$ cat src/fb_pkg.sv
package fb_pkg;

  // pixel coordinate and visible size widths
  localparam int h_width = 12;
  localparam int v_width = 12;

  localparam int pixel_width = 12;  // 4 bits per colour channel

  localparam int axi_addr_width = 20;
  localparam int axi_data_width = 16;
  localparam int axi_id_width   = 4;

  localparam logic [1:0] axi_resp_okay = 2'b00;

  // one pixel write request as it arrives on the gfx port
  typedef struct packed {
    logic [h_width-1:0]     x;
    logic [v_width-1:0]     y;
    logic [pixel_width-1:0] pixel;
  } fb_pixel_t;

  // a clipped pixel turned into a bus write, address in pixel units
  typedef struct packed {
    logic [axi_addr_width-1:0] addr;
    logic [axi_data_width-1:0] data;
  } fb_write_t;

  // running counts reported at the top level
  typedef struct packed {
    logic [15:0] writes_done;
    logic [15:0] clipped;
    logic [7:0]  resp_errors;
  } fb_status_t;

endpackage
$ cat src/fb_writer_top.sv
module fb_writer_top #(
  parameter int RESP_TIMEOUT = 64,
  parameter int AXI_ID       = 0
) (
  input  logic                                clk,
  input  logic                                rst_n,

  input  logic [fb_pkg::h_width-1:0]          h_visible,
  input  logic [fb_pkg::v_width-1:0]          v_visible,

  input  logic                                s_gfx_valid,
  input  fb_pkg::fb_pixel_t                   s_gfx,
  output logic                                s_gfx_ready,

  output logic                                m_axi_awvalid,
  output logic [fb_pkg::axi_id_width-1:0]     m_axi_awid,
  output logic [fb_pkg::axi_addr_width-1:0]   m_axi_awaddr,
  output logic [7:0]                          m_axi_awlen,
  output logic [2:0]                          m_axi_awsize,
  output logic [1:0]                          m_axi_awburst,
  input  logic                                m_axi_awready,

  output logic                                m_axi_wvalid,
  output logic [fb_pkg::axi_data_width-1:0]   m_axi_wdata,
  output logic [fb_pkg::axi_data_width/8-1:0] m_axi_wstrb,
  output logic                                m_axi_wlast,
  input  logic                                m_axi_wready,

  input  logic                                m_axi_bvalid,
  input  logic [fb_pkg::axi_id_width-1:0]     m_axi_bid,
  input  logic [1:0]                          m_axi_bresp,
  output logic                                m_axi_bready,

  output fb_pkg::fb_status_t                  status
);

  logic              wr_valid;
  logic              wr_ready;
  fb_pkg::fb_write_t wr;
  logic              timer_run;
  logic              timeout;
  logic [15:0]       clipped;
  logic [15:0]       writes_done;
  logic [7:0]        resp_errors;

  fb_pixel_stage fb_pixel_stage_i (
    .clk        (clk),
    .rst_n      (rst_n),
    .h_visible  (h_visible),
    .v_visible  (v_visible),
    .s_gfx_valid(s_gfx_valid),
    .s_gfx      (s_gfx),
    .s_gfx_ready(s_gfx_ready),
    .wr_valid   (wr_valid),
    .wr         (wr),
    .wr_ready   (wr_ready),
    .clipped    (clipped)
  );

  fb_write_fsm #(
    .AXI_ID(AXI_ID)
  ) fb_write_fsm_i (
    .clk          (clk),
    .rst_n        (rst_n),
    .wr_valid     (wr_valid),
    .wr           (wr),
    .wr_ready     (wr_ready),
    .m_axi_awvalid(m_axi_awvalid),
    .m_axi_awid   (m_axi_awid),
    .m_axi_awaddr (m_axi_awaddr),
    .m_axi_awlen  (m_axi_awlen),
    .m_axi_awsize (m_axi_awsize),
    .m_axi_awburst(m_axi_awburst),
    .m_axi_awready(m_axi_awready),
    .m_axi_wvalid (m_axi_wvalid),
    .m_axi_wdata  (m_axi_wdata),
    .m_axi_wstrb  (m_axi_wstrb),
    .m_axi_wlast  (m_axi_wlast),
    .m_axi_wready (m_axi_wready),
    .m_axi_bvalid (m_axi_bvalid),
    .m_axi_bid    (m_axi_bid),
    .m_axi_bresp  (m_axi_bresp),
    .m_axi_bready (m_axi_bready),
    .timer_run    (timer_run),
    .timeout      (timeout),
    .writes_done  (writes_done),
    .resp_errors  (resp_errors)
  );

  fb_resp_timer #(
    .RESP_TIMEOUT(RESP_TIMEOUT)
  ) fb_resp_timer_i (
    .clk      (clk),
    .rst_n    (rst_n),
    .timer_run(timer_run),
    .timeout  (timeout)
  );

  always_comb begin
    status             = '0;
    status.writes_done = writes_done;
    status.clipped     = clipped;
    status.resp_errors = resp_errors;
  end

endmodule

$ cat src/fb_write_fsm.sv
module fb_write_fsm #(
  parameter int AXI_ID = 0
) (
  input  logic                              clk,
  input  logic                              rst_n,

  input  logic                              wr_valid,
  input  fb_pkg::fb_write_t                 wr,
  output logic                              wr_ready,

  output logic                              m_axi_awvalid,
  output logic [fb_pkg::axi_id_width-1:0]   m_axi_awid,
  output logic [fb_pkg::axi_addr_width-1:0] m_axi_awaddr,
  output logic [7:0]                        m_axi_awlen,
  output logic [2:0]                        m_axi_awsize,
  output logic [1:0]                        m_axi_awburst,
  input  logic                              m_axi_awready,

  output logic                              m_axi_wvalid,
  output logic [fb_pkg::axi_data_width-1:0] m_axi_wdata,
  output logic [fb_pkg::axi_data_width/8-1:0] m_axi_wstrb,
  output logic                              m_axi_wlast,
  input  logic                              m_axi_wready,

  input  logic                              m_axi_bvalid,
  input  logic [fb_pkg::axi_id_width-1:0]   m_axi_bid,
  input  logic [1:0]                        m_axi_bresp,
  output logic                              m_axi_bready,

  output logic                              timer_run,
  input  logic                              timeout,

  output logic [15:0]                       writes_done,
  output logic [7:0]                        resp_errors
);

  localparam logic [fb_pkg::axi_id_width-1:0] axi_id = fb_pkg::axi_id_width'(AXI_ID);

  typedef enum logic [1:0] {
    IDLE,
    ADDR_DATA,
    RESP
  } state_t;

  state_t            state;
  fb_pkg::fb_write_t cur;  // write held for the length of the transaction
  logic              aw_done;
  logic              w_done;
  logic              aw_hs;
  logic              w_hs;
  logic              aw_finished;
  logic              w_finished;
  logic              resp_ok;

  assign wr_ready = (state == IDLE);

  assign m_axi_awvalid = (state == ADDR_DATA) && !aw_done;
  assign m_axi_wvalid  = (state == ADDR_DATA) && !w_done;
  assign m_axi_bready  = (state == RESP);
  assign timer_run     = (state == RESP);

  // single beat, full width, incrementing burst type
  assign m_axi_awid    = axi_id;
  assign m_axi_awaddr  = cur.addr;
  assign m_axi_awlen   = 8'd0;
  assign m_axi_awsize  = 3'($clog2(fb_pkg::axi_data_width / 8));
  assign m_axi_awburst = 2'b01;
  assign m_axi_wdata   = cur.data;
  assign m_axi_wstrb   = '1;
  assign m_axi_wlast   = 1'b1;

  assign aw_hs = m_axi_awvalid && m_axi_awready;
  assign w_hs  = m_axi_wvalid && m_axi_wready;

  // the two channels may finish in either order or together
  assign aw_finished = aw_done || aw_hs;
  assign w_finished  = w_done || w_hs;

  // a response for another ID is treated as a failed write
  assign resp_ok = (m_axi_bresp == fb_pkg::axi_resp_okay) && (m_axi_bid == axi_id);

  always_ff @(posedge clk) begin
    if (!rst_n) begin
      state       <= IDLE;
      aw_done     <= 1'b0;
      w_done      <= 1'b0;
      writes_done <= '0;
      resp_errors <= '0;
    end else begin
      case (state)
        IDLE: begin
          aw_done <= 1'b0;
          w_done  <= 1'b0;
          if (wr_valid) begin
            state <= ADDR_DATA;
          end
        end
        ADDR_DATA: begin
          if (aw_finished && w_finished) begin
            state   <= RESP;
            aw_done <= 1'b0;
            w_done  <= 1'b0;
          end else begin
            aw_done <= aw_finished;
            w_done  <= w_finished;
          end
        end
        RESP: begin
          if (m_axi_bvalid) begin
            state <= IDLE;
            if (resp_ok) begin
              writes_done <= writes_done + 16'd1;
            end else begin
              resp_errors <= resp_errors + 8'd1;
            end
          end else if (timeout) begin
            state       <= IDLE;  // give up on a slave that never answers
            resp_errors <= resp_errors + 8'd1;
          end
        end
        default: begin
          state <= IDLE;
        end
      endcase
    end
  end

  always_ff @(posedge clk) begin
    if (state == IDLE && wr_valid) begin
      cur <= wr;
    end
  end

endmodule

$ cat src/fb_resp_timer.sv
module fb_resp_timer #(
  parameter int RESP_TIMEOUT = 64
) (
  input  logic clk,
  input  logic rst_n,
  input  logic timer_run,
  output logic timeout
);

  localparam int cnt_width = $clog2(RESP_TIMEOUT + 1);
  localparam logic [cnt_width-1:0] cnt_limit = cnt_width'(RESP_TIMEOUT);

  logic [cnt_width-1:0] count;
  logic                 at_limit;

  assign at_limit = (count == cnt_limit);

  // the count sticks at the limit so a long stall cannot wrap back to zero
  always_ff @(posedge clk) begin
    if (!rst_n) begin
      count <= '0;
    end else if (!timer_run) begin
      count <= '0;  // every new wait starts from zero
    end else if (!at_limit) begin
      count <= count + 1'b1;
    end
  end

  assign timeout = timer_run && at_limit;

endmodule

$ cat src/fb_pixel_stage.sv
module fb_pixel_stage (
  input  logic                        clk,
  input  logic                        rst_n,

  input  logic [fb_pkg::h_width-1:0]  h_visible,
  input  logic [fb_pkg::v_width-1:0]  v_visible,

  input  logic                        s_gfx_valid,
  input  fb_pkg::fb_pixel_t           s_gfx,
  output logic                        s_gfx_ready,

  output logic                        wr_valid,
  output fb_pkg::fb_write_t           wr,
  input  logic                        wr_ready,

  output logic [15:0]                 clipped
);

  logic                              accept;
  logic                              in_range;
  logic [fb_pkg::axi_addr_width-1:0] x_ext;
  logic [fb_pkg::axi_addr_width-1:0] y_ext;
  logic [fb_pkg::axi_addr_width-1:0] hv_ext;
  logic [fb_pkg::axi_addr_width-1:0] pix_index;
  fb_pkg::fb_write_t                 next_wr;

  // the output register can take a new item when empty or when it drains this cycle
  assign s_gfx_ready = !wr_valid || wr_ready;
  assign accept      = s_gfx_valid && s_gfx_ready;

  assign in_range = (s_gfx.x < h_visible) && (s_gfx.y < v_visible);

  // widen before the multiply so the product is not cut to the coordinate width
  assign x_ext  = fb_pkg::axi_addr_width'(s_gfx.x);
  assign y_ext  = fb_pkg::axi_addr_width'(s_gfx.y);
  assign hv_ext = fb_pkg::axi_addr_width'(h_visible);

  assign pix_index = y_ext * hv_ext + x_ext;  // row major pixel index

  always_comb begin
    next_wr      = '0;
    next_wr.addr = pix_index;
    next_wr.data = fb_pkg::axi_data_width'(s_gfx.pixel);  // upper bits stay zero
  end

  always_ff @(posedge clk) begin
    if (!rst_n) begin
      wr_valid <= 1'b0;
    end else if (accept && in_range) begin
      wr_valid <= 1'b1;
    end else if (wr_ready) begin
      wr_valid <= 1'b0;
    end
  end

  always_ff @(posedge clk) begin
    if (accept && in_range) begin
      wr <= next_wr;
    end
  end

  // pixels outside the visible area are taken from the source and forgotten
  always_ff @(posedge clk) begin
    if (!rst_n) begin
      clipped <= '0;
    end else if (accept && !in_range) begin
      clipped <= clipped + 16'd1;
    end
  end

endmodule

$ cat config.mk
export PLATFORM = sky130hd
export DESIGN_NAME = fb_writer_top
export DESIGN_NICKNAME = d
export VERILOG_FILES = /design/src/fb_pkg.sv /design/src/fb_writer_top.sv /design/src/fb_write_fsm.sv /design/src/fb_resp_timer.sv /design/src/fb_pixel_stage.sv
export SDC_FILE = /design/constraint.sdc
export NUM_CORES = 1
export LEC_CHECK = 0
export ABC_AREA = 1
export BUFFER_PORTS_ARGS = -buffer_cell sky130_fd_sc_hd__clkbuf_2
export CORE_MARGIN = 2
export CORE_UTILIZATION = 38
export DETAILED_ROUTE_END_ITERATION = 10
export SETUP_SLACK_MARGIN = 0.05
export SLEW_MARGIN = 20
export SYNTH_ARGS = -nofsm -noshare
export SYNTH_HDL_FRONTEND = slang
export SYNTH_SLANG_ARGS = --single-unit
$ cat constraint.sdc
create_clock -name clk -period 8.7 [get_ports clk]
set_input_delay 0.435 -clock clk [delete_from_list [all_inputs] [get_ports clk]]
set_output_delay 0.435 -clock clk [all_outputs]
set_load 0.01 [all_outputs]
==> reports/metrics.csv <==
metric,value,unit
path_class,input port to flip-flop,
synth_async_sr_flop_share,0,
setup_viol,0,
die_y,171,µm
wire_per_inst,12.4,µm
finClkSkew,0.0148,ns
grt_max_degree,34,
post-place-ws,3.56,ns
hold_path_end,fb_pixel_stage_i.wr[8],
hold_buffers,0,
synth.distinct_cells,40,
finalHoldViolCount,0,
status,finished clean,
worst-path-max-fanout,13,
cts-resized-gates,0,
via_count,8078,
ys.warnings.count,0,
crit_path_end_kind,flip-flop,
die_area,29100,µm²
initial_utilization,0.383,
drv_slew,0,
totalWireLength,22400,µm
io_pins,172,
hp-start,s_gfx[8],
arrival,4.83,ns
syn_inst,1289,
area_delta_synth_final,15.1,%
crit_path_start_kind,input port,
layout-drive-gt1-share,0.153,
avgSynthCellArea,8.19,µm²
ys_seq_elements,116,
cts_tree,built,
final_cell_mix,"inv_1, nand2_1, clkbuf_2, fa_1, ha_1",
ant_nets,0,
ff2ff_setup_slack,6.71,ns
dp_hpwl,17800,µm
ir_drop,188,µV
required,8.85,ns
fp-row-count,61,
finalCritPeriodShare,0.538,
yosysTopAreaCellShare,0.201,
maxSlewHeadroom,0.360,
synth.area.top_cells,"fa_1, edfxtp_1, inv_1, nand2_1, dfxtp_1",
cap_viol_max_count,0,
rr_worst_depth,5,
antenna_cells,0,
layout_commonest_cell,inv_1,
dr.pass1.iters,5,
cts.sinks,116,
post_cts_buffers,0,
cts-root-buf,clkbuf_16,
powerDensity,261,nW/µm²
nets,1679,
timing.rr.end,fb_pixel_stage_i.wr[10],
leakagePower,6.39,nW
yosys.area.top_type,fa_1,
viasPerCell,4.46,
hold_class,input port to flip-flop,
clockBufferDepth,2,
clk_latency,0.40,ns
h-tree-depth,4,
rsz0062_at_grt,false,
synth_top_flop_cell,edfxtp_1,
reg2reg_from,fb_write_fsm_i.state[1],
drt_iter0_drc,522,
seq_area_frac_synth,0.281,
grt_usage,0.161,
min_period,4.68,ns
synth_edf_count,64,
grt_pass1_wl,37900,µm
setup_ws,4.02,ns
max_freq,214,MHz
whs_path_depth,1,
setup_tns,0,ns
finish.utilization,0.441,
overflow,0,
drc,0,
antenna_found_initial,0,
worst_slew_pin_slew,0.958,ns
place_congestion,0.864,
coreArea,27600,µm²
netlist_area,10600,µm²
grt_pass1_vias,7940,
io_buffers,147,
die_w,171,µm
path_clk_slew,0.05,ns
numCtsBuffers,17,
## cells by family after synthesis
kind of cell,synth area share
buffers and inverters,0.152
xor gates and xnor gates,0.0423
DFF,0.281
adders and majority gates,0.295
and+or+nand+nor,0.181
other,0.000711
AOI/OAI and AO/OA,0.0496
## worst max-delay path by stage
stage	from	to	slack, ns	depth (start not counted)
after CTS	h_visible[8]	fb_pixel_stage_i.wr[35]	4.00	18
after global routing	h_visible[8]	fb_pixel_stage_i.wr[35]	3.67	19
after detailed placement	h_visible[8]	fb_pixel_stage_i.wr[35]	3.56	18
after global placement	h_visible[5]	fb_pixel_stage_i.wr[35]	3.63	19
final	h_visible[4]	fb_pixel_stage_i.wr[35]	4.02	19
after floorplan	s_gfx[12]	fb_pixel_stage_i.wr[30]	3.90	17
## critical path: stages
cell and delay [ns]:
clkbuf_2 0.30, nand2_1 0.13, fa_1 0.51, fa_1 0.55
inv_1 0.06, fa_1 0.47, fa_1 0.54, inv_1 0.05
fa_1 0.52, inv_1 0.04, ha_1 0.35, nand2_1 0.12
inv_1 0.04, a21boi_0 0.21, o21ai_0 0.11, a21oi_1 0.21
inv_1 0.06, nand2_1 0.06, nand2_1 0.04
## stage by stage
stage | cell area [µm²] | cells | hold WS [ns] | power, mW
after CTS | 12200 | 1813 | 0.191 | 3.23
after floorplan | 10600 | 1311 | 0.400 | 2.11
after global placement | 11500 | 1781 | 0.401 | 2.48
final | 12200 | 1813 | 0.215 | 3.18
after global routing | 12200 | 1813 | 0.194 | 3.54
after detailed placement | 11500 | 1781 | 0.405 | 2.49
## report_power, final
part	switching (mW)	internal [mW]
logic	1.06	0.655
registers	0.0148	0.738
clock network	0.231	0.478
total	1.30	1.87
## cells in the mapped netlist (2+ instances only)
master	number
nand3b_1	2
nand2_2	12
fa_1	106
clkbuf_1	25
conb_1	2
nand2_4	3
buf_2	4
nor2_1	50
a21oi_1	52
dfxtp_1	52
nand3_1	62
nand4_1	7
nor3_1	16
buf_4	26
xor2_1	32
or2_2	2
xnor2_1	19
a31oi_1	2
a21o_1	4
nand2_1	293
inv_2	7
o21ai_0	11
a21oi_2	12
ha_1	79
nor2_2	2
edfxtp_1	64
inv_1	329
nor3b_1	2
## layout make-up
type,instances,area [µm²]
multi-input combinational,802,6090
tap,378,473
clock buffer,25,528
sequential,116,2960
inverter,336,1260
timing repair buffer,149,751
fill,2740,15400
clock inverter,7,88.8
## routing by layer
metal | routed length [µm] | part of all wire | GRT usage
met3 | 908 | 0.040 | 0.0227
met4 | 248 | 0.011 | 0.0450
met1 | 11100 | 0.49 | 0.223
met5 | 0 | 0 | 0
met2 | 10200 | 0.45 | 0.262
## flip-flops by register name, summed over array words and instances, names as in the netlist
name and flops:
fb_write_fsm_i.w_done 1, fb_resp_timer_i.count 7, fb_pixel_stage_i.clipped 16, fb_write_fsm_i.m_axi_wdata 12, fb_write_fsm_i.resp_errors 8, fb_write_fsm_i.writes_done 16
fb_pixel_stage_i.wr_valid 1, fb_write_fsm_i.state 2, fb_write_fsm_i.aw_done 1, fb_pixel_stage_i.wr 32, fb_write_fsm_i.m_axi_awaddr 20
Note: power is estimated with default switching activity, not from simulation.
